--- config.mk ---
export PLATFORM = sky130hd
export DESIGN_NAME = framebuffer_fetch
export DESIGN_NICKNAME = d
export VERILOG_FILES = /design/src/logic/led_matrix_pkg.sv /design/src/logic/framebuffer_fetch.sv
export SDC_FILE = /design/constraint.sdc
export NUM_CORES = 1
export LEC_CHECK = 0
export ABC_AREA = 1
export BUFFER_PORTS_ARGS = -buffer_cell sky130_fd_sc_hd__buf_2
export CAP_MARGIN = 20
export CORE_UTILIZATION = 44
export DETAILED_ROUTE_END_ITERATION = 8
export GPL_ROUTABILITY_DRIVEN = 0
export MAX_ROUTING_LAYER = met4
export PLACE_DENSITY = 0.78
export SYNTH_ARGS = -nofsm -noshare
export SYNTH_HDL_FRONTEND = slang
export SYNTH_SLANG_ARGS = --single-unit
--- constraint.sdc ---
create_clock -name clk_root -period 1.6 [get_ports clk_root]
set_input_delay 0.08 -clock clk_root [delete_from_list [all_inputs] [get_ports clk_root]]
set_output_delay 0.08 -clock clk_root [all_outputs]
set_load 0.01 [all_outputs]
--- src/logic/led_matrix_pkg.sv ---
// Shared constants and types for the HUB75 64x32 panel driver.
// Every design file takes these through a wildcard import.
`default_nettype none

package led_matrix_pkg;

    localparam int PANEL_COLS         = 64;
    localparam int PANEL_ROWS         = 32;
    localparam int SCAN_ROWS          = 16;  // 1/16 scan
    localparam int PLANES             = 5;
    localparam int MATRIX_DIV         = 4;   // clk_root cycles per scanner tick
    localparam int OE_BASE_TICKS      = 8;   // display ticks for plane 0
    localparam int UART_TICKS_PER_BIT = 8;

    localparam int DIV_W      = $clog2(MATRIX_DIV);
    localparam int UART_CNT_W = $clog2(UART_TICKS_PER_BIT);
    localparam int OE_CNT_W   = $clog2(OE_BASE_TICKS) + PLANES;

    localparam logic [7:0] CMD_RGB_ENABLE   = 8'h72;  // 'r'
    localparam logic [7:0] CMD_PLANE_ENABLE = 8'h62;  // 'b'
    localparam logic [7:0] CMD_LOAD_ROW     = 8'h4C;  // 'L'

    typedef logic [5:0]  col_addr_t;
    typedef logic [4:0]  row_addr_t;
    typedef logic [3:0]  scan_row_t;
    typedef logic [2:0]  plane_t;
    typedef logic [4:0]  plane_mask_t;
    typedef logic [11:0] mem_write_addr_t;  // {pixel addr, low byte}
    typedef logic [10:0] mem_read_addr_t;   // row * 64 + col

    typedef struct packed {
        logic r;
        logic g;
        logic b;
    } rgb_t;

    typedef struct packed {
        logic       unused;
        logic [4:0] r;
        logic [4:0] g;
        logic [4:0] b;
    } pixel_t;

    // written byte-wise by the decoder, read as a pixel by the fetch
    typedef union packed {
        pixel_t          px;
        logic [1:0][7:0] bytes;  // [1] is the high byte
    } fb_word_t;

    typedef struct packed {
        logic      valid;
        col_addr_t col;
        scan_row_t row;
        plane_t    plane;
    } scan_req_t;

    typedef struct packed {
        rgb_t      rgb_top;
        rgb_t      rgb_bottom;
        scan_row_t row_addr;
        logic      clk_pixel;
        logic      latch;
        logic      oe_n;
    } panel_t;

endpackage

`default_nettype wire

--- src/logic/framebuffer_fetch.sv ---
// Reads the top and bottom pixel of one column and reduces each
// to the requested plane's RGB bits. Result 3 cycles after the request.
`timescale 1ns/1ps
`default_nettype none

module framebuffer_fetch
    import led_matrix_pkg::*;
(
    input  logic              clk_root,
    input  logic              rst,
    input  scan_req_t         req,
    input  rgb_t              rgb_enable,
    input  plane_mask_t       plane_enable,
    output mem_read_addr_t    rd_addr,
    input  fb_word_t          rd_data,
    output rgb_t        [1:0] pixel_rgb  // [0] top half, [1] bottom half
);

    plane_t    plane_q;
    scan_row_t row_q;
    col_addr_t col_q;
    logic      bottom_rd;   // top word on rd_data, bottom address out
    logic      bottom_dat;  // bottom word on rd_data
    rgb_t      top_q;

    function automatic rgb_t plane_bits(pixel_t px, plane_t pl, rgb_t en, plane_mask_t pm);
        rgb_t o;
        o.r = px.r[pl] & en.r & pm[pl];
        o.g = px.g[pl] & en.g & pm[pl];
        o.b = px.b[pl] & en.b & pm[pl];
        return o;
    endfunction

    // top row goes straight out with the request, bottom row one cycle later
    assign rd_addr = bottom_rd ? {1'b1, row_q, col_q} : {1'b0, req.row, req.col};

    always_ff @(posedge clk_root) begin
        if (rst) begin
            bottom_rd  <= 1'b0;
            bottom_dat <= 1'b0;
        end else begin
            bottom_rd  <= req.valid;
            bottom_dat <= bottom_rd;
        end
        if (req.valid) begin
            plane_q <= req.plane;
            row_q   <= req.row;
            col_q   <= req.col;
        end
        if (bottom_rd) top_q <= plane_bits(rd_data.px, plane_q, rgb_enable, plane_enable);
        if (bottom_dat) begin
            pixel_rgb[0] <= top_q;
            pixel_rgb[1] <= plane_bits(rd_data.px, plane_q, rgb_enable, plane_enable);
        end
    end

endmodule

`default_nettype wire

==> impl_results.md <==
- Clock buffer depth: 2
- Filler Cells Inserted: 201
- Max_slew headroom: 67.5%
- Status: finished, final reports clean
- Final Setup Violations: 0
- Fin cells: 220
- Worst Skew: 7.76 ps
- Rows: 18
- P&R area growth vs syn: 40.3%
- Syn_area_per_cell: 9.37 um^2
- Register area share after synthesis: 61.8%
- Total CTS buffers: 3
- Xor-xnor portion of the synthesized cell area: 0%
- CP endpoint: top_q[1]$_DFFE_PP_
- Commonest non-fill, non-tap cell in the layout: buf_2
- Crit path buf inv count: 0
- IO buf count: 55
- Vias: 1021
- Initial core utilization: 46.2%
- Global route overflow: 0
- Critical path origin: plane_q[0]$_DFFE_PP_
- Antenna violations before repair: 0
- P_leak: 0.798 nW
- Top Ports: 57
- CTS Sinks: 24
- Register bit total from synthesis: 24
- Layout cells sized above 1: 36.8%
- Crit-path max cell delay: 670 ps
- Slowest cell on the critical path: edfxtp_1
- Worst-margin pin slew: 488 ps
- Delay-heaviest family, CP: flip-flops
- Root Buffer: clkbuf_4
- Worst VDD drop: 0.543 mV
- H-tree Lvls: 1
- First-pass GRT wire length: 3830 um
- First DRT Iteration DRCs: 11
- Commonest cells after routing, fill and taps aside: buf_2 (55), nand2_1 (51), edfxtp_1 (22), inv_1 (14), dlygate4sd3_1 (14)
- Total of max-cap violations: 0
- Post-CTS Resized: 0
- Post-detail-place hpwl: 1760 um
- Number of routed nets with antenna violations: 0
- Syn_nets: 161
- Share of synthesized area spent on multiplexers: 0%
- Post-Synth Simple-Gate Area: 27.6%
- Total GRT Usage: 19.6%
- Adder-cell area share of the yosys netlist: 0%
- Final max-slew violation count: 0
- Die width: 52.8 um
- Vias in the first global route: 963
- Vias per std cell: 4.64
- Worst-path clk slew: 110 ps
- Clock Latency Late Sink: 300 ps
- Largest family of logic cells by synthesized area: simple AND/OR/NAND/NOR gates
- CP Launch Type: flip-flop
- WL final: 2450 um
- Arrival time at the worst endpoint: 1470 ps
- Die ar.: 2780 um^2
- Synth cell types: 17
- Total Nets Final: 232
- Vert. Die Dim: 52.8 um
- Power per standard cell area: 772 nW/um^2
- R2R depth: 5
- FMAX: 711 MHz
- Hold Crit Class: primary input to flip-flop
- Crit Path Class: flip-flop to flip-flop
- Cell area after synthesis: 1130 um^2
- Final antenna diode count: 0
- Total power: 1.23 mW
- Element type at the critical path end: flip-flop
- Synth Instances: 121
- Core Box Area: 2450 um^2
- Yosys warnings: 0
- Setup TNS: 0 ps
- Compound-Gate Fraction of Synth Area: 2.32%
- Worst reg-to-reg setup slack: 190 ps
- DR pass1 iterations: 4
- CP Max Fanout: 10
- Reg2reg start: plane_q[0]$_DFFE_PP_
- Fin crit period: 1410 ps
- RSZ-0062 raised after global routing: no
- Cell mode on critical path: nand2_1
- Final hold vios: 0
- Critical path depth: 5
- Hold slack: 133 ps
- Largest net degree at the start of global routing: 15
- Placed Cells incl. Taps: 203
- WP data required: 1660 ps
- Critical path cell sequence: nand2_1, nand3_1, nand2_1, a21oi_1, nor2_1
- Drt drc: 0
- R2R Path End: top_q[1]$_DFFE_PP_
- Wire per inst: 11.1 um
- Final period utilization: 87.9%
- Layout Utilization: 64.8%
- CTS tree: done
==> registers in the layout (all words and copies together), names as in the netlist <==
register / count
top_q: 3
bottom_dat: 1
bottom_rd: 1
plane_q: 3
pixel_rgb: 6
row_q: 4
col_q: 6
==> worst min-delay path by stage <==
stage | to | from | cells after the start | slack, ps
floorplan | bottom_rd$_SDFF_PP0_ | rst | 1 | 150
global placement | bottom_rd$_SDFF_PP0_ | rst | 2 | 260
detailed placement | bottom_rd$_SDFF_PP0_ | rst | 2 | 260
CTS | pixel_rgb[4]$_DFFE_PP_ | rgb_enable[1] | 3 | 130
global route | pixel_rgb[4]$_DFFE_PP_ | rgb_enable[1] | 3 | 120
finish | pixel_rgb[4]$_DFFE_PP_ | rgb_enable[1] | 3 | 130
==> per-stage QoR <==
stage / instance area (um^2) / setup slack (ps)
after floorplan: 1130 / 468
after global placement: 1430 / 267
after detailed placement: 1430 / 207
after global routing: 1590 / 74.6
after CTS: 1590 / 194
final: 1590 / 193
==> layout make-up <==
type                            instances  area (um^2)  area share, %
Clock buffer                            3         22.5           1.42
Inverter                               16         67.6           4.25
Multi-Input combinational cell         77          339           21.3
Sequential cell                        24          701           44.1
Tap cell                               30         37.5           2.36
Timing Repair Buffer                   70          423           26.6
==> kinds of logic (layout without fill, tap and decap cells) <==
group / count (synthesis) / in the layout
AOI/OAI and AO/OA: 4 / 4
buffers and inverters: 20 / 89
and+or+nand+nor: 73 / 73
DFF: 24 / 24
==> synthesized netlist by cell type <==
library cell  instances  area [um^2]
o21ai_1               1         5.00
nand3_2               3         30.0
edfxtp_1             22          661
dfxtp_1               2         40.0
inv_2                 1         3.75
nand2_2               3         18.8
inv_8                 1         11.3
buf_4                 1         7.51
a21oi_1               2         10.0
nand3_1               6         30.0
nand2_1              51          191
nor2_2                2         12.5
inv_1                14         52.6
buf_6                 1         11.3
clkbuf_1              2         7.51
nor2_1                8         30.0
a21boi_2              1         11.3
==> routing by layer <==
layer  GRT usage [%]  wire length [um]  vias up  part of all wire, %
met5               -                 0        -                    0
met4            3.95                 0        0                    0
met3            3.48                80        0                  3.3
met2            40.3              1480       25                   60
met1            18.4               889      475                   36
li1                -                 -      521                    -
==> power by group <==
group / internal [mW] / switching [mW] / leakage (nW)
registers: 0.722 / 0.0235 / 0.231
logic: 0.114 / 0.118 / 0.554
clock network: 0.0876 / 0.162 / 0.0138
total: 0.924 / 0.303 / 0.798
==> worst register-to-register path: cells and delay by family (launching register included) <==
| kind | cells | cell delay (ps) |
|---|---|---|
| flip-flops | 1 | 670 |
| AND/OR/NAND/NOR | 4 | 380 |
| AO/OA/AOI/OAI | 1 | 130 |
==> repair_timing <==
item / CTS / global route
buffers inserted: 0 / 0
hold buffers: 14 / 0
hold endpoints to repair: 15 / 0
No activity file was read; power rests on OpenSTA's default activity.
