===== src/logic/led_matrix_pkg.sv =====
// Shared constants and types for the HUB75 64x32 panel driver.
// Every design file takes these through a wildcard import.
`default_nettype none

package led_matrix_pkg;

    localparam int PANEL_COLS         = 64;
    localparam int PANEL_ROWS         = 32;
    localparam int SCAN_ROWS          = 16;  // 1/16 scan
    localparam int PLANES             = 5;
    localparam int MATRIX_DIV         = 4;   // clk_root cycles per scanner tick
    localparam int OE_BASE_TICKS      = 8;   // display ticks for plane 0
    localparam int UART_TICKS_PER_BIT = 8;

    localparam int DIV_W      = $clog2(MATRIX_DIV);
    localparam int UART_CNT_W = $clog2(UART_TICKS_PER_BIT);
    localparam int OE_CNT_W   = $clog2(OE_BASE_TICKS) + PLANES;

    localparam logic [7:0] CMD_RGB_ENABLE   = 8'h72;  // 'r'
    localparam logic [7:0] CMD_PLANE_ENABLE = 8'h62;  // 'b'
    localparam logic [7:0] CMD_LOAD_ROW     = 8'h4C;  // 'L'

    typedef logic [5:0]  col_addr_t;
    typedef logic [4:0]  row_addr_t;
    typedef logic [3:0]  scan_row_t;
    typedef logic [2:0]  plane_t;
    typedef logic [4:0]  plane_mask_t;
    typedef logic [11:0] mem_write_addr_t;  // {pixel addr, low byte}
    typedef logic [10:0] mem_read_addr_t;   // row * 64 + col

    typedef struct packed {
        logic r;
        logic g;
        logic b;
    } rgb_t;

    typedef struct packed {
        logic       unused;
        logic [4:0] r;
        logic [4:0] g;
        logic [4:0] b;
    } pixel_t;

    // written byte-wise by the decoder, read as a pixel by the fetch
    typedef union packed {
        pixel_t          px;
        logic [1:0][7:0] bytes;  // [1] is the high byte
    } fb_word_t;

    typedef struct packed {
        logic      valid;
        col_addr_t col;
        scan_row_t row;
        plane_t    plane;
    } scan_req_t;

    typedef struct packed {
        rgb_t      rgb_top;
        rgb_t      rgb_bottom;
        scan_row_t row_addr;
        logic      clk_pixel;
        logic      latch;
        logic      oe_n;
    } panel_t;

endpackage

`default_nettype wire


===== src/logic/matrix_scan.sv =====
// HUB75 scan sequencer. Per row and plane it shifts 64 columns, latches,
// then holds oe_n low for a binary-weighted time before a blank tick.
`timescale 1ns/1ps
`default_nettype none

module matrix_scan
    import led_matrix_pkg::*;
(
    input  logic            clk_root,
    input  logic            rst,
    output scan_req_t       req,
    input  rgb_t      [1:0] pixel_rgb,
    output panel_t          panel
);

    typedef enum logic [1:0] {PH_SHIFT, PH_LATCH, PH_DISPLAY, PH_BLANK} phase_t;

    phase_t              phase;
    logic [DIV_W-1:0]    div_cnt;   // position inside the current tick
    logic                tick_end;
    logic                fetch_tick;
    col_addr_t           col_cnt;
    scan_row_t           row_cnt;
    plane_t              plane_cnt;
    logic [OE_CNT_W-1:0] oe_cnt;    // display ticks so far

    assign tick_end = div_cnt == DIV_W'(MATRIX_DIV - 1);

    // fetch runs one tick ahead of the shift, blank prefetches column 0
    assign fetch_tick = phase == PH_BLANK ||
                        (phase == PH_SHIFT && col_cnt != col_addr_t'(PANEL_COLS - 1));

    always_comb begin
        req.valid = fetch_tick && div_cnt == '0;
        req.col   = (phase == PH_BLANK) ? '0 : col_cnt + 1'b1;
        req.row   = row_cnt;
        req.plane = plane_cnt;
    end

    always_ff @(posedge clk_root) begin
        if (rst || tick_end) begin
            div_cnt <= '0;
        end else begin
            div_cnt <= div_cnt + 1'b1;
        end
    end

    always_ff @(posedge clk_root) begin
        if (rst) begin
            phase      <= PH_BLANK;
            col_cnt    <= '0;
            row_cnt    <= '0;
            plane_cnt  <= '0;
            oe_cnt     <= '0;
            panel      <= '0;
            panel.oe_n <= 1'b1;
        end else begin
            panel.latch <= 1'b0;
            // high for the second half of each shift tick
            panel.clk_pixel <= phase == PH_SHIFT && !tick_end &&
                               div_cnt >= DIV_W'(MATRIX_DIV / 2 - 1);
            if (tick_end) begin
                if (fetch_tick) begin  // result of this tick's request
                    panel.rgb_top    <= pixel_rgb[0];
                    panel.rgb_bottom <= pixel_rgb[1];
                end
                case (phase)
                    PH_SHIFT: begin
                        col_cnt <= col_cnt + 1'b1;
                        if (col_cnt == col_addr_t'(PANEL_COLS - 1)) begin
                            phase          <= PH_LATCH;
                            panel.latch    <= 1'b1;
                            panel.row_addr <= row_cnt;
                        end
                    end
                    PH_LATCH: begin
                        phase      <= PH_DISPLAY;
                        panel.oe_n <= 1'b0;
                        oe_cnt     <= '0;
                    end
                    PH_DISPLAY: begin
                        oe_cnt <= oe_cnt + 1'b1;
                        if (oe_cnt == OE_CNT_W'((OE_BASE_TICKS << plane_cnt) - 1)) begin
                            phase      <= PH_BLANK;
                            panel.oe_n <= 1'b1;
                            // next plane, then next row address
                            if (plane_cnt == plane_t'(PLANES - 1)) begin
                                plane_cnt <= '0;
                                row_cnt   <= row_cnt + 1'b1;
                            end else begin
                                plane_cnt <= plane_cnt + 1'b1;
                            end
                        end
                    end
                    default: begin
                        phase   <= PH_SHIFT;
                        col_cnt <= '0;
                    end
                endcase
            end
        end
    end

endmodule

`default_nettype wire


===== config.mk =====
export PLATFORM = sky130hd
export DESIGN_NAME = matrix_scan
export DESIGN_NICKNAME = d
export VERILOG_FILES = /design/src/logic/led_matrix_pkg.sv /design/src/logic/matrix_scan.sv
export SDC_FILE = /design/constraint.sdc
export NUM_CORES = 1
export LEC_CHECK = 0
export ABC_AREA = 1
export ABC_CLOCK_PERIOD_IN_PS = 3800
export BUFFER_PORTS_ARGS = -buffer_cell sky130_fd_sc_hd__buf_2
export CORE_ASPECT_RATIO = 0.75
export CORE_UTILIZATION = 25
export CTS_CLUSTER_SIZE = 40
export DETAILED_ROUTE_END_ITERATION = 8
export PLACE_DENSITY = 0.45
export SYNTH_ARGS = -nofsm -noshare
export SYNTH_HDL_FRONTEND = slang
export SYNTH_SLANG_ARGS = --single-unit

===== constraint.sdc =====
create_clock -name clk_root -period 3.8 [get_ports clk_root]
set_clock_uncertainty 0.2 [all_clocks]
set_input_delay 0.76 -clock clk_root [delete_from_list [all_inputs] [get_ports clk_root]]
set_output_delay 0.76 -clock clk_root [all_outputs]
set_load 0.02 [all_outputs]

==> impl_metrics.yaml <==
sta:
  tns_ns: 0
  fmax_mhz: 369
  drv_slew: 0
  hold_viol_final: 0
  finalSetupViolCount: 0
  rsz0062_at_grt: "false"
  slew_headroom_pct: 62.8
  fin_crit_ns: 2.71
  worstMarginPinSlew_ns: 0.555
  setup_slack_ns: 1.09
  timing.final.crit_share_pct: 71.2
cells_and_area:
  drive_gt1_share_pct: 16.1
  syn2layout_area_growth_pct: 20.1
  fin_cells: 418
  fin_nets: 339
  n_antenna_cell: 0
pwr:
  power_leakage_nw: 1.13
  powerDensity_mw_per_mm2: 348
  peakVddDrop_mv: 0.172
  finalPower_w: 0.000822
clock_network:
  cts_setup_buffers: 0
  clk_pin_slew_worst_paths_ns: 0.08
  cts_resized: 0
  cts_tree: "yes"
  htree_num_levels: 2
  cts_buffers: 5
  clock-sinks: 38
  clk_root_buffer_cell: "clkbuf_8"
  postCtsHoldBufs: 0
  clk_path_buf_depth: 2
  clk_latency_ns: 0.29
detailed_routing:
  met2WireLength_um: 1620
  routedWlPerCell_um: 10.6
  dr_total_vias: 1773
  ant_nets: 0
  drt-initial-drc-count: 73
  drc: 0
  top_layer_used: "met4"
  vias_per_cell: 4.24
  finalWirelength_um: 4450
  met1_length_um: 2600
  met3WireLength_um: 190
  first_pass_iters: 4
synth:
  syn-instance-count: 277
  syn-num-nets: 300
  ys_seq_area_share_pct: 38.7
  synth_area_per_cell_um2: 7.09
  ys.warnings.count: 0
  yosys_register_bits: 38
  yosysUniqueCellTypes: 29
  synthesis.area_mm2: 0.00196
setup_path:
  critical_path_class: "reg2out"
  cp-start-kind: "flip-flop"
  slowest_delay_ns: 0.35
  crit_chain: "ha_1 -> and3_1 -> nand3_1 -> nand2_1 -> a21boi_0 -> buf_2"
  cp.required_ns: 2.84
  cp-end-kind: "primary output"
  worstPathArrival_ns: 1.75
  worst_path_max_delay_cell: "dfxtp_1"
  critPathMaxFanout: 5
die:
  die_w_um: 104
  io_pins: 35
  start_util_pct: 26.3
  num_rows: 27
  die_y_um: 78.8
  die-area_mm2: 0.00822
  core_region_area_mm2: 0.00747
run_status:
  status: "finished, final reports clean"
worst_hold_path:
  worstHoldPathType: "reg2reg"
grt:
  grt-ovfl-total: 0
  grt_start_max_net_pins: 20
  grt_pass1_vias: 1617
  grt.total_usage_pct: 11.7
  grt_pass1_wl_um: 7700
  antenna_found_initial: 0
placement:
  preCtsSetupSlack_ns: 1.32
  dp_hpwl_um: 3390
  routabilityCongestion: 0.765
  port-buffer-count: 34
  placedCellCount: 410
run:
  drv_cap: 0
## Yosys cell counts, drive strengths merged
cell,number,share of area (%)
dfxtp,38,39
a21oi,16,4.3
nand4,2,0.64
nor2,47,9.7
clkbuf,2,0.38
clkinv,1,0.19
nand2,60,12
and3b,1,0.45
xor2,4,1.8
a21boi,1,0.38
nor3b,2,0.76
xnor2,1,0.45
a211oi,2,0.76
and3,1,0.32
nand3,18,4.6
ha,15,9.6
or2,1,0.32
inv,38,7.3
nand3b,1,0.38
nor3,8,2.3
o21ai,17,4.3
nor4,1,0.32
## flip-flops by register name, summed over array words and instances (netlist names)
register / count
oe_cnt: 8
row_cnt: 4
div_cnt: 2
panel: 13
plane_cnt: 3
col_cnt: 6
phase: 2
## logic make-up (layout without fill, tap and decap cells)
| kind of cell | Yosys count | count (layout) | synth area share, % |
|---|---|---|---|
| adder cells (fa/ha/maj) | 15 | 15 | 9.55 |
| XOR/XNOR | 5 | 5 | 2.23 |
| buffers and inverters | 41 | 81 | 7.83 |
| flip-flops | 38 | 38 | 38.7 |
| AO/OA/AOI/OAI | 36 | 36 | 9.75 |
| AND/OR/NAND/NOR | 142 | 142 | 31.9 |
## report_power, final
group	switching (W)	leakage, nW	internal, W
clock	0.000146	0.0524	0.000197
sequential	0.00000581	0.307	0.000407
combinational	0.0000444	0.774	0.0000216
## worst max-delay path: cells and delay by family (launching register included)
kind,cells,cell delay (ns)
AO/OA/AOI/OAI,1,0.19
flip-flops,1,0.35
AND/OR/NAND/NOR,3,0.48
adder cells (fa/ha/maj),1,0.24
buffers and inverters,1,0.19
## per-stage QoR
stage	hold slack (ns)	area [µm²]	util [%]
final	0.263	2360	31.6
after global routing	0.288	2360	31.6
after CTS	0.269	2360	31.6
after detailed placement	0.258	2250	30.2
after global placement	0.237	2250	30.2
after floorplan	0.217	1960	-
## per-layer routing
layer  vias to the layer above  global-route usage [%]
li1                        959                       -
met1                       776                    17.4
met2                        34                    16.3
met3                         4                    2.96
met4                         0                    3.43
met5                         -                       0
## cell usage in the layout, fill, tap and decap left out, types with 3 or more instances in the layout
cell type,count
ha_1,15
nor2_1,45
a21oi_1,15
nand3_1,18
dfxtp_1,38
o21ai_0,16
inv_2,3
inv_1,35
xor2_1,4
nor3_1,7
nand2_1,57
clkbuf_8,5
buf_2,34
## cell type report
class                           count  area (µm²)
Multi-Input combinational cell    198        1050
Clock inverter                      1        30.0
Fill cell                         804        5110
Timing Repair Buffer               34         170
Sequential cell                    38         761
Inverter                           39         146
Clock buffer                        7        76.3
Tap cell                          101         126
## worst paths after layout
| kind | to | slack [ns] | start | cells past startpoint |
|---|---|---|---|---|
| min | div_cnt[0] | 0.26 | div_cnt[0] | 1 |
| max | req[13] | 1.09 | col_cnt[0] | 6 |
| min reg2reg | div_cnt[0] | 0.26 | div_cnt[0] | 1 |
| max reg2reg | row_cnt[1] | 1.44 | plane_cnt[0] | 13 |
Note: power is estimated with default switching activity, not from simulation.
