[config.mk]
export PLATFORM = sky130hd
export DESIGN_NAME = command_decoder
export DESIGN_NICKNAME = d
export VERILOG_FILES = /design/src/logic/led_matrix_pkg.sv /design/src/logic/command_decoder.sv
export SDC_FILE = /design/constraint.sdc
export NUM_CORES = 1
export LEC_CHECK = 0
export BUFFER_PORTS_ARGS = -buffer_cell sky130_fd_sc_hd__buf_2
export CORE_ASPECT_RATIO = 0.9
export CORE_MARGIN = 5
export CORE_UTILIZATION = 41
export DETAILED_ROUTE_END_ITERATION = 10
export MAX_ROUTING_LAYER = met4
export PLACE_DENSITY = 0.64
export SETUP_SLACK_MARGIN = 0.1
export SLEW_MARGIN = 40
export SYNTH_ARGS = -nofsm -noshare
export SYNTH_HDL_FRONTEND = slang
export SYNTH_SLANG_ARGS = --single-unit
[constraint.sdc]
create_clock -name clk_root -period 4 [get_ports clk_root]
set_clock_uncertainty 0.05 [all_clocks]
set_input_delay 0.2 -clock clk_root [delete_from_list [all_inputs] [get_ports clk_root]]
set_output_delay 0.2 -clock clk_root [all_outputs]
set_load 0.05 [all_outputs]
[src/logic/led_matrix_pkg.sv]
// Shared constants and types for the HUB75 64x32 panel driver.
// Every design file takes these through a wildcard import.
`default_nettype none

package led_matrix_pkg;

    localparam int PANEL_COLS         = 64;
    localparam int PANEL_ROWS         = 32;
    localparam int SCAN_ROWS          = 16;  // 1/16 scan
    localparam int PLANES             = 5;
    localparam int MATRIX_DIV         = 4;   // clk_root cycles per scanner tick
    localparam int OE_BASE_TICKS      = 8;   // display ticks for plane 0
    localparam int UART_TICKS_PER_BIT = 8;

    localparam int DIV_W      = $clog2(MATRIX_DIV);
    localparam int UART_CNT_W = $clog2(UART_TICKS_PER_BIT);
    localparam int OE_CNT_W   = $clog2(OE_BASE_TICKS) + PLANES;

    localparam logic [7:0] CMD_RGB_ENABLE   = 8'h72;  // 'r'
    localparam logic [7:0] CMD_PLANE_ENABLE = 8'h62;  // 'b'
    localparam logic [7:0] CMD_LOAD_ROW     = 8'h4C;  // 'L'

    typedef logic [5:0]  col_addr_t;
    typedef logic [4:0]  row_addr_t;
    typedef logic [3:0]  scan_row_t;
    typedef logic [2:0]  plane_t;
    typedef logic [4:0]  plane_mask_t;
    typedef logic [11:0] mem_write_addr_t;  // {pixel addr, low byte}
    typedef logic [10:0] mem_read_addr_t;   // row * 64 + col

    typedef struct packed {
        logic r;
        logic g;
        logic b;
    } rgb_t;

    typedef struct packed {
        logic       unused;
        logic [4:0] r;
        logic [4:0] g;
        logic [4:0] b;
    } pixel_t;

    // written byte-wise by the decoder, read as a pixel by the fetch
    typedef union packed {
        pixel_t          px;
        logic [1:0][7:0] bytes;  // [1] is the high byte
    } fb_word_t;

    typedef struct packed {
        logic      valid;
        col_addr_t col;
        scan_row_t row;
        plane_t    plane;
    } scan_req_t;

    typedef struct packed {
        rgb_t      rgb_top;
        rgb_t      rgb_bottom;
        scan_row_t row_addr;
        logic      clk_pixel;
        logic      latch;
        logic      oe_n;
    } panel_t;

endpackage

`default_nettype wire

[src/logic/command_decoder.sv]
// Byte-stream command parser. Loads pixel rows into the frame RAM
// and holds the channel and bit-plane enable masks.
`timescale 1ns/1ps
`default_nettype none

module command_decoder
    import led_matrix_pkg::*;
(
    input  logic            clk_root,
    input  logic            rst,
    input  logic            byte_valid,
    input  byte             data,
    output logic            wr_en,
    output mem_write_addr_t wr_addr,
    output byte             wr_data,
    output rgb_t            rgb_enable,
    output plane_mask_t     plane_enable
);

    typedef enum logic [1:0] {DEC_IDLE, DEC_ARG, DEC_ROW, DEC_PIXELS} dec_state_t;

    dec_state_t state;
    logic       arg_is_rgb;  // which mask the argument byte goes to
    row_addr_t  row_q;
    logic [6:0] byte_idx;    // 128 bytes per row

    always_ff @(posedge clk_root) begin
        if (rst) begin
            state        <= DEC_IDLE;
            arg_is_rgb   <= 1'b0;
            row_q        <= '0;
            byte_idx     <= '0;
            wr_en        <= 1'b0;
            rgb_enable   <= '1;
            plane_enable <= '1;
        end else begin
            wr_en <= 1'b0;
            if (byte_valid) begin
                case (state)
                    DEC_IDLE: begin
                        case (data)
                            CMD_RGB_ENABLE: begin
                                state      <= DEC_ARG;
                                arg_is_rgb <= 1'b1;
                            end
                            CMD_PLANE_ENABLE: begin
                                state      <= DEC_ARG;
                                arg_is_rgb <= 1'b0;
                            end
                            CMD_LOAD_ROW: state <= DEC_ROW;
                            default: state <= DEC_IDLE;  // unknown byte, ignore
                        endcase
                    end
                    DEC_ARG: begin
                        if (arg_is_rgb) begin
                            rgb_enable.r <= data[0];
                            rgb_enable.g <= data[1];
                            rgb_enable.b <= data[2];
                        end else begin
                            plane_enable <= data[4:0];
                        end
                        state <= DEC_IDLE;
                    end
                    DEC_ROW: begin
                        row_q    <= data[4:0];
                        byte_idx <= '0;
                        state    <= DEC_PIXELS;
                    end
                    default: begin
                        // high byte then low byte, column 0 first
                        wr_en    <= 1'b1;
                        wr_addr  <= {row_q, byte_idx};
                        wr_data  <= data;
                        byte_idx <= byte_idx + 1'b1;
                        if (byte_idx == 7'd127) state <= DEC_IDLE;
                    end
                endcase
            end
        end
    end

endmodule

`default_nettype wire

==> metrics.cfg, run 1 <==
[place]
detailed_place_hpwl_mm=2.170
number_of_placed_instances_with_taps_included=203
finalWeightedCongestion=0.7835
buffer_ports.inserted=39

[setup_path]
max_stage_delay_ps=700
worstSetupEndpointType=flip-flop
cp_data_required_time_ps=4120
cp_data_arrival_time_ps=1820
cp-start-kind=flip-flop
criticalPathCategory=reg -> reg
crit_family=simple AND/OR/NAND/NOR gates
critical_path.max_fanout=10
timing.critical_path.cells=nor4bb_2 > mux2i_1 > nand2_1
cp_slowest_cell=sky130_fd_sc_hd__nor4bb_2
crit_buf_inv=0

[global_route]
grt_use_met1_pct=15.71
grt_overflow_total=0
grt.met2_usage_pct=17.40
grt_max_degree=22
via_count_of_the_first_global_routing_pass=1043
initial_antenna_violation_count=0
grt.met3_usage_pct=4.203
globalRoute.busiestLayer=met2
wire_length_of_the_first_global_routing_pass_mm=4.823
grt_use_total_pct=12.40

[timing]
setup_viol=0
slew_viol_final=0
finalHoldViolations=0
tightestPinTransition_ps=776.2
worst_max_slew_margin_expressed_relative_to_the_limit_pct=47.51
setup_repair_after_global_routing_missed_its_margin=false
clock.fmax_mhz=588.5
period_needed_ps=1699
final_period_utilization_pct=42.48
fin_tns_setup_ps=0

[routing]
drc_errors=0
drt_iter0_markers=67
wire_per_inst_um=14.30
drtPass1Iterations=4
vias=1084
postRouteAntennaNets=0
drt-total-wl_mm=3.003
vias_per_cell=5.162

[clocking]
cts.sinks=44
post_cts_hold_buffer_count=0
tritoncts_clock_tree=built
htree_levels=2
clock_buffers_created_by_tritoncts=5
maximum_clock_insertion_buffer_count=2
clock_latency_ps=290
clockRootBuffer=sky130_fd_sc_hd__clkbuf_8
postCtsSetupBuffers=0
ctsResizeCount=0
clkTransAtPathRegs_ps=80

[final_layout]
drive_above_1_share_pct=30.49
multi_input_comb_area_sq_um=496.7
flow.area_growth_from_synthesis_pct=19.66
design.final.nets=176
fillers=341
flip_flop_and_latch_area_sq_um=1081
finish.cell_count_without_fillers=210
insertedDiodeCount=0

[synthesis]
yosysUniqueCellTypes=28
yosys.area.top_type=sky130_fd_sc_hd__edfxtp_1
syn-num-nets=135
synth.yosys.seq_area_share_pct=67.66
syn_inst=123
synth_top_area_share_pct=37.59
ys_ff_latch=44
postSynthAreaPerCell_sq_um=12.99
syn_area_sq_um=1598
synth_warn=0
synth.area.top_cells=sky130_fd_sc_hd__edfxtp_1 38%, sky130_fd_sc_hd__dfxtp_1 30%, sky130_fd_sc_hd__mux2i_1 8.8%

[floorplan]
floorplan.core_area_sq_um=3731
die_w_um=75.80
floorplan.die.height_um=69.22
floorplan.rows=21
initial_cell_density_of_the_core_pct=42.82
die_area_sq_um=5247
io-pin-count=40

[power]
total_power_density_per_cell_area_nw_per_um2=387.9
finalPower_mw=0.7416
irDropWorstVdd_mv=0.1436
total_leakage_power_nw=0.7712

[run]
cap_violations=0

[hold_path]
worst_hold_path_type=in -> reg

[status]
outcome=finished clean

[power by group]
group          leakage, nW  switching, mW  internal [mW]
Sequential           0.386       0.000282          0.467
Clock               0.0410          0.137          0.119
Combinational        0.344         0.0124        0.00638
[stage by stage]
| step | area, sq um | hold slack (ps) | worst slack [ps] | util [%] |
|---|---|---|---|---|
| after floorplan | 1598 | 219.1 | 2424 | - |
| after global placement | 1827 | 347.3 | 1994 | 48.96 |
| after detailed placement | 1833 | 346.1 | 1961 | 49.13 |
| after CTS | 1911 | 42.20 | 2091 | 51.21 |
| after global routing | 1912 | 49.49 | 2186 | 51.24 |
| final | 1912 | 50.06 | 2301 | 51.24 |
[cell usage after synthesis (all sizes together)]
master	n
dfxtp	24
edfxtp	20
nand2	15
mux2i	14
nor2	10
a21oi	5
nand3	5
buf	4
and4	2
nand3b	2
nand4b	2
nor4bb	2
o21ai	2
o31ai	2
or3	2
or4	2
a221oi	1
a31oi	1
a32o	1
and3b	1
and4bb	1
clkbuf	1
ha	1
inv	1
o311ai	1
xor2	1
[layout by cell type, fill, tap and decap left out, types with 2 or more instances in the layout]
cell type	instances
sky130_fd_sc_hd__edfxtp_1	20
sky130_fd_sc_hd__nor2_1	10
sky130_fd_sc_hd__dfxtp_1	24
sky130_fd_sc_hd__or4_1	2
sky130_fd_sc_hd__nand2_1	14
sky130_fd_sc_hd__o21ai_0	2
sky130_fd_sc_hd__nand3_1	5
sky130_fd_sc_hd__a21oi_1	5
sky130_fd_sc_hd__o31ai_1	2
sky130_fd_sc_hd__buf_2	39
sky130_fd_sc_hd__nand4b_1	2
sky130_fd_sc_hd__clkbuf_8	5
sky130_fd_sc_hd__mux2i_1	14
sky130_fd_sc_hd__or3_1	2
[worst paths after layout]
check / start / endpoint / slack, ps / cells after the start
hold / removal: data[7] / wr_data[7]$_DFFE_PP_ / 50 / 1
hold reg to reg: row_q[0]$_SDFFE_PP0P_ / wr_addr[7]$_DFFE_PP_ / 390 / 0
setup reg to reg: state[0]$_SDFFE_PP0P_ / plane_enable[4]$_SDFFE_PP1P_ / 2300 / 3
setup / recovery: state[0]$_SDFFE_PP0P_ / plane_enable[4]$_SDFFE_PP1P_ / 2300 / 3
[state kept, by name (all words and copies together), names as in the netlist]
signal	cells
wr_addr	12
wr_data	8
byte_idx	7
plane_enable	5
row_q	5
rgb_enable	3
state	2
arg_is_rgb	1
wr_en	1
[metal layers]
layer,up-vias,wire length [um]
met5,-,0
met4,0,83
met3,9,253
met2,38,1326
met1,504,1339
li1,533,-
[cells by family after synthesis]
family,synth area share [%]
AO/OA/AOI/OAI,5.247
XOR/XNOR,0.5483
adder cells (fa/ha/maj),0.7830
buffers and inverters,1.722
flip-flops,67.66
multiplexers,8.770
AND/OR/NAND/NOR,15.27
[area by class of cell]
cell class,count,share of cell area [%]
Multi-Input combinational cell,73,25.98
Timing Repair Buffer,39,10.21
Tap cell,46,3.010
Sequential cell,44,56.54
Inverter,1,0.1963
Clock inverter,1,0.2618
Clock buffer,6,3.796
Power figures use the tool's default switching activity.
==> run 2: changes to the inputs <==
==> constraint.sdc (replaced) <==
create_clock -name clk_root -period 1.72 [get_ports clk_root]
set_clock_uncertainty 0.05 [all_clocks]
set_input_delay 0.086 -clock clk_root [delete_from_list [all_inputs] [get_ports clk_root]]
set_output_delay 0.086 -clock clk_root [all_outputs]
set_load 0.05 [all_outputs]
==> metrics.cfg, run 2 (synthesized netlist as in run 1, its figures left out) <==
[routing]
wire_per_inst_um=14.28
drt_iter0_markers=50
drt-total-wl_mm=3.142
postRouteAntennaNets=0
drc_errors=0
vias_per_cell=5.068
drtPass1Iterations=4
vias=1115

[floorplan]
io-pin-count=40
floorplan.rows=21
floorplan.die.height_um=69.22
floorplan.core_area_sq_um=3731
die_area_sq_um=5247
die_w_um=75.80
initial_cell_density_of_the_core_pct=42.82

[timing]
slew_viol_final=0
final_period_utilization_pct=87.26
clock.fmax_mhz=666.3
finalHoldViolations=0
setup_viol=0
tightestPinTransition_ps=365.8
worst_max_slew_margin_expressed_relative_to_the_limit_pct=75.28
period_needed_ps=1501
setup_repair_after_global_routing_missed_its_margin=false
hold-worst-slack_ps=4.132
fin_tns_setup_ps=0

[power]
irDropWorstVdd_mv=0.4089
power.combinational.fraction_pct=3.1
sw_pwr_mw=0.3438
power.clock.fraction_pct=35.6
total_leakage_power_nw=0.8246
power.sequential.fraction_pct=61.3
total_power_density_per_cell_area_nw_per_um2=885.4
switching_share_pct=19.39
internal_power_mw=1.430

[place]
finalWeightedCongestion=0.8065
detailed_place_hpwl_mm=2.318
buffer_ports.inserted=39
number_of_placed_instances_with_taps_included=207

[global_route]
wire_length_of_the_first_global_routing_pass_mm=5.250
grt_max_degree=15
grt_overflow_total=0
initial_antenna_violation_count=0
grt_use_total_pct=13.15
via_count_of_the_first_global_routing_pass=1146

[final_layout]
flow.area_growth_from_synthesis_pct=25.37
design.final.nets=185
layout.cells.most_common_list=39 x sky130_fd_sc_hd__buf_2, 21 x sky130_fd_sc_hd__dfxtp_1, 20 x sky130_fd_sc_hd__edfxtp_1
insertedDiodeCount=0
finish.cell_count_without_fillers=220
fillers=351
layout.cells.most_common=sky130_fd_sc_hd__buf_2
drive_above_1_share_pct=32.76
registers.top_by_ff_count=wr_addr
largest_reg_flops=12
reg.largest.list=wr_addr x12, wr_data x8, byte_idx x7

[status]
outcome=finished clean

[hold_path]
worst_hold_path_type=in -> reg
holdCritStartpoint=rst

[setup_path]
cp_data_arrival_time_ps=1660
critical_path.max_fanout=5
critical_path.reg2reg.startpoint=byte_idx[0]$_SDFFE_PP0P_
cp-start-kind=flip-flop
criticalPathCategory=reg -> reg
cp_data_required_time_ps=1880
worstSetupEndpointType=flip-flop
beginning_of_the_critical_path=byte_idx[0]$_SDFFE_PP0P_

[clocking]
cts.sinks=44
maximum_clock_insertion_buffer_count=2
clkTransAtPathRegs_ps=70
clockRootBuffer=sky130_fd_sc_hd__clkbuf_8
postCtsSetupBuffers=0
clock_buffers_created_by_tritoncts=5
tritoncts_clock_tree=built
htree_levels=2
clock_latency_ps=280

[run]
cap_violations=0

-- run 2: cell types whose count changed in the layout (fill, tap and decap cells not counted), moves of 3 or more --
cell	before	now
sky130_fd_sc_hd__dlygate4sd3_1	0	5
sky130_fd_sc_hd__dfxtp_1	24	21
sky130_fd_sc_hd__buf_4	0	4
sky130_fd_sc_hd__dfxtp_2	0	3
-- run 2: routing by layer --
metal / up-vias / wire (um) / global-route usage [%]
met1: 531 / 1421 / 17.58
met3: 2 / 211 / 3.623
met2: 32 / 1490 / 19.58
met5: - / 0 / -
li1: 550 / - / -
met4: 0 / 19 / 3.495
-- run 2: cell type report --
type                    count  area (sq um)  area share [%]
clock buffers               6         82.58           4.122
multi-input cells          73         489.2           24.42
inverters                   1         3.754          0.1874
repair buffers             48         275.3           13.74
clock inverters             2         10.01          0.4997
flip-flops and latches     44          1085           54.15
well taps                  46         57.56           2.873
-- run 2: through the flow --
stage / utilization [%] / area [sq um] / power, mW / setup WS [ps]
2_1_floorplan: - / 1598 / 1.128 / 144.2
3_3_place_gp: 49.77 / 1857 / 1.155 / 270.5
3_5_place_dp: 49.77 / 1857 / 1.157 / 167.0
4_1_cts: 53.59 / 1999 / 1.785 / 130.6
5_1_grt: 53.69 / 2003 / 1.839 / 134.1
6_report: 53.69 / 2003 / 1.774 / 219.2
-- run 2: worst paths after layout --
| path | to | slack (ps) | cells past startpoint |
|---|---|---|---|
| worst max-delay path | byte_idx[6]$_SDFFE_PP0P_ | 220 | 4 |
| worst min-delay path | byte_idx[0]$_SDFFE_PP0P_ | 4 | 2 |
| worst max register to register | byte_idx[6]$_SDFFE_PP0P_ | 220 | 4 |
| worst min register to register | wr_addr[11]$_DFFE_PP_ | 390 | 0 |
-- run 2: what timing repair did --
action | 4_1_cts | 5_1_grt
resized for setup | 0 | 4
hold endpoints to repair | 5 | 0
hold buffers | 5 | 0
endpoints found under the setup margin | 0 | 4
-- run 2: power by group through the flow --
stage / clock network, mW / registers (mW) / logic [mW]
floorplan: 0 / 1.11 / 0.0173
global placement: 0 / 1.11 / 0.0447
detailed placement: 0 / 1.11 / 0.0467
CTS: 0.643 / 1.09 / 0.0555
global route: 0.692 / 1.09 / 0.0610
finish: 0.631 / 1.09 / 0.0557
-- run 2: critical path: stages (launching register included) --
cell	delay, ps
sky130_fd_sc_hd__dfxtp_2	370
sky130_fd_sc_hd__ha_1	190
sky130_fd_sc_hd__nand3_1	160
sky130_fd_sc_hd__or4_1	500
sky130_fd_sc_hd__a21oi_1	150
