[config.mk]
export PLATFORM = sky130hd
export DESIGN_NAME = uart_rx
export DESIGN_NICKNAME = d
export VERILOG_FILES = /design/src/logic/led_matrix_pkg.sv /design/src/logic/uart_rx.sv
export SDC_FILE = /design/constraint.sdc
export NUM_CORES = 1
export LEC_CHECK = 0
export BUFFER_PORTS_ARGS = -buffer_cell sky130_fd_sc_hd__buf_2
export CORE_MARGIN = 3
export CORE_UTILIZATION = 45
export DETAILED_ROUTE_END_ITERATION = 16
export PLACE_DENSITY = 0.76
export SKIP_LAST_GASP = 1
export SYNTH_ARGS = -nofsm -noshare
export SYNTH_HDL_FRONTEND = slang
export SYNTH_SLANG_ARGS = --single-unit
[constraint.sdc]
create_clock -name clk_root -period 2.9 [get_ports clk_root]
set_input_delay 0.58 -clock clk_root [delete_from_list [all_inputs] [get_ports clk_root]]
set_output_delay 0.58 -clock clk_root [all_outputs]
set_load 0.02 [all_outputs]
[src/logic/led_matrix_pkg.sv]
// Shared constants and types for the HUB75 64x32 panel driver.
// Every design file takes these through a wildcard import.
`default_nettype none

package led_matrix_pkg;

    localparam int PANEL_COLS         = 64;
    localparam int PANEL_ROWS         = 32;
    localparam int SCAN_ROWS          = 16;  // 1/16 scan
    localparam int PLANES             = 5;
    localparam int MATRIX_DIV         = 4;   // clk_root cycles per scanner tick
    localparam int OE_BASE_TICKS      = 8;   // display ticks for plane 0
    localparam int UART_TICKS_PER_BIT = 8;

    localparam int DIV_W      = $clog2(MATRIX_DIV);
    localparam int UART_CNT_W = $clog2(UART_TICKS_PER_BIT);
    localparam int OE_CNT_W   = $clog2(OE_BASE_TICKS) + PLANES;

    localparam logic [7:0] CMD_RGB_ENABLE   = 8'h72;  // 'r'
    localparam logic [7:0] CMD_PLANE_ENABLE = 8'h62;  // 'b'
    localparam logic [7:0] CMD_LOAD_ROW     = 8'h4C;  // 'L'

    typedef logic [5:0]  col_addr_t;
    typedef logic [4:0]  row_addr_t;
    typedef logic [3:0]  scan_row_t;
    typedef logic [2:0]  plane_t;
    typedef logic [4:0]  plane_mask_t;
    typedef logic [11:0] mem_write_addr_t;  // {pixel addr, low byte}
    typedef logic [10:0] mem_read_addr_t;   // row * 64 + col

    typedef struct packed {
        logic r;
        logic g;
        logic b;
    } rgb_t;

    typedef struct packed {
        logic       unused;
        logic [4:0] r;
        logic [4:0] g;
        logic [4:0] b;
    } pixel_t;

    // written byte-wise by the decoder, read as a pixel by the fetch
    typedef union packed {
        pixel_t          px;
        logic [1:0][7:0] bytes;  // [1] is the high byte
    } fb_word_t;

    typedef struct packed {
        logic      valid;
        col_addr_t col;
        scan_row_t row;
        plane_t    plane;
    } scan_req_t;

    typedef struct packed {
        rgb_t      rgb_top;
        rgb_t      rgb_bottom;
        scan_row_t row_addr;
        logic      clk_pixel;
        logic      latch;
        logic      oe_n;
    } panel_t;

endpackage

`default_nettype wire

[src/logic/uart_rx.sv]
// 8N1 serial receiver for the command stream.
// Emits a one-cycle byte_valid strobe about one bit after the stop bit.
`timescale 1ns/1ps
`default_nettype none

module uart_rx
    import led_matrix_pkg::*;
(
    input  logic clk_root,
    input  logic rst,
    input  logic rx,
    output logic byte_valid,
    output byte  data
);

    typedef enum logic [1:0] {RX_IDLE, RX_START, RX_DATA, RX_STOP} rx_state_t;

    rx_state_t             state;
    logic [1:0]            rx_sync;   // two-flop synchroniser
    logic [UART_CNT_W-1:0] tick_cnt;
    logic [2:0]            bit_cnt;
    logic [7:0]            shift;     // lsb first
    logic                  hold;      // good byte, strobe pending
    logic [UART_CNT_W-1:0] hold_cnt;
    logic                  bit_mid;
    logic                  bit_end;

    assign bit_mid = tick_cnt == UART_CNT_W'(UART_TICKS_PER_BIT / 2 - 1);
    assign bit_end = tick_cnt == UART_CNT_W'(UART_TICKS_PER_BIT - 1);

    always_ff @(posedge clk_root) begin
        if (rst) begin
            rx_sync <= 2'b11;  // line idles high
        end else begin
            rx_sync <= {rx_sync[0], rx};
        end
    end

    always_ff @(posedge clk_root) begin
        if (rst) begin
            state      <= RX_IDLE;
            tick_cnt   <= '0;
            bit_cnt    <= '0;
            hold       <= 1'b0;
            hold_cnt   <= '0;
            byte_valid <= 1'b0;
        end else begin
            byte_valid <= 1'b0;
            tick_cnt   <= tick_cnt + 1'b1;
            case (state)
                RX_IDLE: begin
                    tick_cnt <= '0;
                    if (!rx_sync[1]) state <= RX_START;
                end
                RX_START: if (bit_mid) begin
                    // glitch check at the middle of the start bit
                    state    <= rx_sync[1] ? RX_IDLE : RX_DATA;
                    tick_cnt <= '0;
                    bit_cnt  <= '0;
                end
                RX_DATA: if (bit_end) begin
                    shift   <= {rx_sync[1], shift[7:1]};
                    bit_cnt <= bit_cnt + 1'b1;
                    if (bit_cnt == 3'd7) state <= RX_STOP;
                end
                default: if (bit_end) begin
                    state <= RX_IDLE;
                    if (rx_sync[1]) begin  // bad stop bit drops the byte
                        data     <= shift;
                        hold     <= 1'b1;
                        hold_cnt <= '0;
                    end
                end
            endcase
            if (hold) begin
                hold_cnt <= hold_cnt + 1'b1;
                if (hold_cnt == UART_CNT_W'(UART_TICKS_PER_BIT - 1)) begin
                    hold       <= 1'b0;
                    byte_valid <= 1'b1;
                end
            end
        end
    end

endmodule

`default_nettype wire

==> results of run 1 <==
[synthesized netlist by cell type, drive strengths merged]
library cell and number:
a21oi 4, a22o 2, a31oi 1, and2 1, and4bb 1, buf 2
clkbuf 1, dfxtp 15, edfxtp 16, ha 9, inv 3, mux2 3
mux4 1, nand2 4, nand3 2, nand3b 3, nand4 2, nand4b 2
nor2 6, nor2b 1, nor3 1, nor3b 2, o211ai 1, or2 3
[worst max-delay path, stage by stage (launching register included)]
cell	delay, ps
dfxtp_1	340
ha_1	220
ha_1	230
nand4_1	130
nor2_1	540
[flip-flops by register name, summed over array words and instances, names as in the netlist]
register    flops
tick_cnt        3
shift           8
byte_valid      1
hold            1
bit_cnt         3
rx_sync         2
state           2
data            8
hold_cnt        3
[kinds of logic (layout without fill, tap and decap cells)]
family / after synthesis / after routing / share of synthesized area
muxes: 4 / 4 / 0.0470
and+or+nand+nor: 28 / 28 / 0.139
adders and majority gates: 9 / 9 / 0.0939
DFF: 31 / 31 / 0.651
buffers and inverters: 6 / 22 / 0.0261
AOI/OAI and AO/OA: 8 / 8 / 0.0428
[cell type report]
class                   count  area (µm²)  share of cell area
flip-flops and latches     31         781               0.591
multi-input cells          49         387               0.293
repair buffers             11        55.1              0.0417
clock buffers               7        45.0              0.0341
well taps                  30        37.5              0.0284
inverters                   3        11.3             0.00852
clock inverters             1        5.00             0.00379
[per-stage QoR]
stage                     hold slack, ps  setup WS, ps
after floorplan                      389          1270
after CTS                            416          1060
after detailed placement             396          1030
final                                416          1090
after global placement               392          1150
after global routing                 413           899
[how the worst min path moves through the flow]
| stage | from | to | cells past startpoint |
|---|---|---|---|
| finish | rx_sync[0] | rx_sync[1] | 1 |
| global route | rx | rx_sync[0] | 2 |
| global placement | rx_sync[0] | rx_sync[1] | 1 |
| floorplan | rx_sync[0] | rx_sync[1] | 1 |
| CTS | rx | rx_sync[0] | 2 |
| detailed placement | rx_sync[0] | rx_sync[1] | 1 |
[layout by cell type (no fill, tap or decap), drive strengths merged]
master and n:
and2 1, nor3 1, and4bb 1, nand4 2, nor2 6, nor3b 2, buf 11, o211ai 1
dfxtp 15, a21oi 4, a22o 2, a31oi 1, edfxtp 16, clkinv 1, nor2b 1, mux4 1
nand4b 2, nand2 4, nand3b 3, clkbuf 7, nand3 2, mux2 3, inv 3, ha 9
or2 3
[routing by layer]
| metal | vias up | track usage | part of all wire |
|---|---|---|---|
| met4 | 0 | 0.0695 | 0.024 |
| met2 | 17 | 0.163 | 0.46 |
| met1 | 319 | 0.137 | 0.44 |
| met5 | - | 0 | 0 |
| li1 | 342 | - | - |
| met3 | 7 | 0.0668 | 0.070 |
[where the power goes]
group	internal [µW]	leakage [µW]	switching, µW
Clock	94.3	0.0000293	131
Sequential	459	0.000265	3.15
Combinational	4.81	0.000200	4.76
Total	558	0.000494	138
==> summary.md, run 1 <==
The flow ran to the end, and the final reports show no timing, DRC or antenna violations. VDD sags by at most 319 µV. The number of failing hold endpoints at the final stage is 0. The worst endpoint required time is 2860 ps, and the number of instances in the placed design is 124. The count of boundary I/O pins is 12. The width of the chip works out to 57.6 µm. In this run the critical register-to-register path is launched from tick_cnt[0]. The aggregate global-route resource usage came out at 0.116. The tool flagged a number of max-cap violations equal to 0. The netlist uses 27 different library cells.

The count of routing violations after the opening detailed-route iteration came out at 12. The worst setup path is of the register to register kind. The tools report the static leakage power as 0.000494 µW. The tools report the share of the yosys chip area belonging to registers as 0.651. The finished cells cover 0.00132 mm². The total area inside the core boundary comes to 0.00250 mm². The tightest min-delay check is of the register to register type. The run gives 0 as the initial antenna violation count. In this run, CTS created clock tree buffers numbering 5. In the final routed layout, each cell accounts on average for 11.9 µm.

The smallest clock period supported by the final layout is computed as 1810 ps. The critical path starts at tick_cnt[0]. The tools report the maximum number of pins on one net before global-route repair as 16. Counting cells, the worst reg-to-reg path comes to 4. The netlist area before placement is 0.00120 mm². The number of global-route vias before repair is 627, and the number of sinks driven by the clock tree is 31. The max-slew violation count came out at 0. Worst reg2reg path endpoint: data[7]. The placed instances occupy a cell area of 0.00127 mm². The count of antenna diodes in the layout is 0. Between clock sinks in the finished design, the worst skew comes to 3.56 ps.

For the count of filler cells inserted in the layout, the log shows 219. In this run the remaining antenna-violating nets after routing total 0. The run gives 2740 µm as the first-pass GRT wire length. Yosys attributes the largest share of cell area to edfxtp_1, dfxtp_1, ha_1. The nature of the critical path startpoint is a register.

The latest clock arrival within the worst-skew pair is 320 ps. For this run, design rule violations remaining after detail routing come to 0. The area overhead of the layout relative to synthesis was 10.2%; the fraction of synthesized cell area taken by the top area cell type was 0.401.

The max-slew headroom at the worst pin came out at 0.561. Setup repair after global routing left no endpoint under its margin. The core utilization of the finished layout was 0.529; the height of the die was 57.6 µm. The logs give 0 for the overflow left after global routing and 0.758 for the routability-driven placement congestion ratio. In this run the register-to-register setup slack is 1090 ps. The count of yosys warnings during synthesis is 0. The destination of the critical timing path is data[7]. The effective utilization at floorplan was 0.479.

The die covers 0.00332 mm². The CTS clock-pin slew for the worst setup and hold paths works out to 80 ps. In the routed layout, each cell is associated on average with a via count of 5.19. The measured slew at the worst slew-check pin was 656 ps; the number of hold buffers added after CTS was 0. Summing over every cut layer, the via total after detailed routing is 685. TritonCTS built the clock tree. The nature of the critical path endpoint was a register. Gates resized during post-CTS repair numbered 0. The number of nets at the end of the flow is 113, and the mean instance size in the synthesized netlist is 13.9 µm². Summed over all instances, the cell type with the most area after synthesis is edfxtp_1.

The share of post-route cells with drive strength above 1 came out at 0.245. The post-route clock period utilization came out at 0.624. After layout, the design draws a total of 696 µW. The port buffer count is 11, and the number of detailed-route iterations in the first pass is 4. At the worst endpoint, the arrival time is 1770 ps. The clock passes through at most 2 buffers. In this run the power density over the cells is 527 mW/mm². Detailed placer's ending HPWL: 1090 µm.

The logs give 86 for the cell count after synthesis and 0 for the total of endpoints with negative setup slack in the final report. The H-tree generated during clock tree synthesis spans 2 levels. Synthesis produced a netlist with a net count of 98. The flip-flop and latch count after synthesis was 31. Based on the critical path, the design can be clocked at up to 552 MHz. After floorplanning, the core was divided into 18 placement rows. After routing, the total negative slack on setup checks comes to 0 ps. The tools report the final non-filler cell total as 132. The number of setup buffers added after CTS is 0.

CTS placed an instance of clkbuf_4 at the clock tree root. The routed design has 1570 µm of wire. In this run the worst path has a maximum fanout of 8.
Power figures use the tool's default switching activity.
==> inputs of run 2 (changes only) <==
ABC_AREA = 1   (was not set)
PLACE_DENSITY = 0.75   (was 0.76)
clock period = 1.7 ns   (was 2.9 ns; I/O delays follow)
==> run 2 against run 1 <==
  * Die area rose by 3.9%
  * Sequential power rose by 87%
  * Synthesized cell count rose by 40%
  * Via count rose by 21%
  * Critical path depth rose by 1
  * Critical endpoint is now data[6]
  * Largest cell class unchanged
==> summary.md, run 2 <==
The run finished with clean final reports. Traced cell by cell, the critical path runs through ha_1 > ha_1 > inv_1 > nor4_2 > buf_4. The net switching power is 411 µW (+200%), and the first-pass GRT wire length is 3110 µm (+13%). The proportion of synthesized flip-flops having asynchronous set or reset works out to 0 (unchanged). The cell that appears most often on the critical path is ha_1. The number of nets at the end of the flow is 150 (+33%), and the power density of the placed cells is 1040 mW/mm² (+98%).

The share of post-route cells with drive strength above 1 was 0.194 (-0.0509); the number of detailed-route iterations in the first pass was 6 (+2). The delay of the slowest cell on the worst path is 340 ps (-200 ps), and the detailed placer's ending HPWL is 1350 µm (+24%). Proportion of total power due to net switching: 0.282 (+0.0834).

The internal cell power was 1050 µW (+88%); the hold path depth was 2 (+1). The critical path in this run is classified as register to register. The worst-path maximum fanout came out at 8 (unchanged).

Setup repair after global routing left no endpoint under its margin. The run gives 0.776 (+2.4%) as the routability-driven placement congestion ratio. The number of synthesized flops with an enable pin was 16 (unchanged); the total die area was 0.00345 mm² (+3.9%). Mean instance size in the synthesized netlist: 10.4 µm² (-25%). The logs give 0 (unchanged) for the total of endpoints with negative setup slack in the final report and 0 (unchanged) for the max-slew violation count. Width of the chip: 58.7 µm (+1.9%).

Fraction of power consumed by the clock network: 0.255 (-0.068). From synthesis to final layout, the design area changed by 11.8%. The tools report the total negative slack as 0 ps (unchanged). In this run the most critical hold path is launched from rx.

The path class of the lowest-slack min-delay path was input port to register. The setup slack of the most critical reg-to-reg path is 200 ps (-890 ps). The routed via count divided by cell count was 4.91 (-5.5%); the count of antenna diodes in the layout was 0 (unchanged).

The tools report the placement-stage worst setup slack as 193 ps (-839 ps). The run gives 2 (unchanged) as the H-tree depth. For the count of standard-cell rows, the log shows 18 (unchanged).

The count of routing violations after the opening detailed-route iteration is 23 (+11). Leaving out fill and tap cells, the most frequent cells in the layout are nor2_1, nand2_1, edfxtp_1. The static leakage power was 0.000600 µW (+21%); the height of the die was 58.7 µm (+1.9%).

The most common cell in the synthesized netlist is nor2_1. The tools report the cell count after synthesis as 120 (+40%). The flip-flop and latch count after synthesis was 31 (unchanged). The top cell family by delay on the critical path is adder cells. The run gives 31 (unchanged) as the number of sinks driven by the clock tree. The highest ir drop seen on vdd was 783 µV (+150%); the port buffer count was 11 (unchanged). Leaving out fill and tap cells, the most frequent cell in the layout is nor2_1. Max-slew headroom at the worst pin: 0.771 (+0.210). The cell chosen for the clock root was clkbuf_4. The number of failing hold endpoints at the final stage came out at 0 (unchanged). For hold timing, the worst endpoint is rx_sync[0]. The worst endpoint required time came out at 1730 ps (-1130 ps).

TritonCTS built the clock tree. Fraction of synthesized cell area taken by the top area cell type: 0.384 (-0.0168). The critical path arrival is 1530 ps (-240 ps), and the count of boundary I/O pins is 12 (unchanged).

The post-synthesis net count is 132 (+35%), and the number of global-route vias before repair is 747 (+19%). The endpoint identified for the worst register-to-register timing path is data[6]. The run gives 310 ps (about the same) as the latest clock arrival within the worst-skew pair.

Ranked by instance count, the synthesized netlist is headed by nor2_1, nand2_1, edfxtp_1, dfxtp_1, inv_1. The placeable core area is 0.00257 mm² (+2.7%), and the count of vias placed by the detailed router is 829 (+21%). The overflow left after global routing came out at 0 (unchanged). By area the synthesized netlist is led by edfxtp_1, dfxtp_1, ha_1.

The effective utilization at floorplan was 0.487 (+0.00785). Nature of the critical path startpoint: a register. The distinct cell type count after synthesis is 21 (-22%).

The cell at the slowest stage of the critical path is dfxtp_1. The post-route clock period utilization was 0.883 (+0.259). The run gives 199 ps (-891 ps) as the final worst setup slack. The maximum number of buffers from clock root to sink is 2 (unchanged), and the netlist area before placement is 0.00125 mm² (+4.4%).

For the highest clock frequency the design can meet, the log shows 666 MHz (+21%). The tools report the nature of the critical path endpoint as a register. The wire length reported by the detailed router is 1790 µm (+14%). The depth of the worst register-to-register path was 5 (+1). The run gives 5 (unchanged) as the number of CTS-inserted buffers. The tools report the startpoint of the worst-slack reg-to-reg timing path as tick_cnt[0].

The aggregate global-route resource usage came out at 0.125 (+0.00902). Combinational share of power: 0.152 (+0.138). In the synthesized netlist the dominant register cell turns out to be edfxtp_1.

The share of the yosys chip area belonging to registers is 0.624 (-0.0274), and the number of cells upsized or downsized after cts is 0 (unchanged). The tools report the initial antenna violation count as 0 (unchanged). The number of remaining DRC errors came out at 0 (unchanged). The detail-routed net length per standard cell came out at 10.6 µm (-11%). Largest area contributor in the synthesized netlist: edfxtp_1. The CTS clock-pin slew for the worst setup and hold paths is 80 ps (about the same), and the shortest clock period the worst path allows after layout is 1500 ps (-309 ps). The logs give 12 (-4) for the maximum number of pins on one net before global-route repair and 0 (unchanged) for the number of hold buffers added after CTS.

The largest registers in the layout are data (8), shift (8). The run gives 0 (unchanged) as the total setup buffers inserted after CTS. The count of yosys warnings during synthesis is 0 (unchanged).

Post-layout total power: 1460 µW (+110%). The number of antenna-violating nets in the routed design is 0 (unchanged). The relative contribution of sequential cells to total power was 0.593 (-0.070). The measured slew at the worst slew-check pin was 343 ps (-313 ps); the setup skew after layout was 1.91 ps (-1.65 ps).

The number of max-cap violations was 0 (unchanged); the buffer and inverter count on the worst path was 2 (+2).
## run 2: power by group through the flow
stage / registers [µW] / logic, µW / clock network (µW)
2_1_floorplan: 854 / 215 / 0
5_1_grt: 869 / 258 / 424
4_1_cts: 863 / 224 / 386
3_5_place_dp: 879 / 222 / 0
3_3_place_gp: 877 / 210 / 0
6_report: 864 / 222 / 372
## run 2: cell families after synthesis
group / count (synthesis) / share of synthesized area
AO/OA/AOI/OAI: 13 / 0.0570
adder cells (fa/ha/maj): 9 / 0.0900
buffers and inverters: 18 / 0.0600
flip-flops: 31 / 0.624
AND/OR/NAND/NOR: 49 / 0.169
## run 2: area by class of cell
type | instances | area [µm²]
clock buffers | 6 | 41.3
repair buffers | 13 | 70.1
clock inverters | 2 | 7.51
multi-input cells | 71 | 402
fillers | 235 | 1170
well taps | 30 | 37.5
inverters | 16 | 60.1
flip-flops and latches | 31 | 781
## run 2: layer usage
layer  vias up  track usage  share of wire
met5         -            0              0
met3         7       0.0680          0.065
li1        427            -              -
met1       372        0.138           0.43
met4         0       0.0583          0.021
met2        23        0.197           0.48
## run 2: metrics by stage
stage | utilization | cells | cell area, µm² | hold WS (ps)
after detailed placement | 0.526 | 161 | 1350 | 406
after floorplan | - | 120 | 1260 | 389
after CTS | 0.545 | 169 | 1400 | 189
after global routing | 0.545 | 169 | 1400 | 187
after global placement | 0.526 | 161 | 1350 | 392
final | 0.545 | 169 | 1400 | 200
## run 2: worst reg2reg max path, delay by kind of cell (launching register included)
kind	cells	cell delay, ps
adder cells (fa/ha/maj)	2	380
buffers and inverters	2	270
flip-flops	1	340
AND/OR/NAND/NOR	1	210
## run 2: worst max-delay path by stage
| stage | startpoint | end | slack, ps | cells past startpoint |
|---|---|---|---|---|
| global placement | tick_cnt[0] | data[0] | 250 | 5 |
| global route | tick_cnt[0] | data[1] | 120 | 5 |
| finish | tick_cnt[0] | data[6] | 200 | 5 |
| floorplan | tick_cnt[0] | data[0] | 30 | 4 |
| CTS | tick_cnt[0] | data[0] | 190 | 5 |
| detailed placement | tick_cnt[0] | data[2] | 190 | 5 |
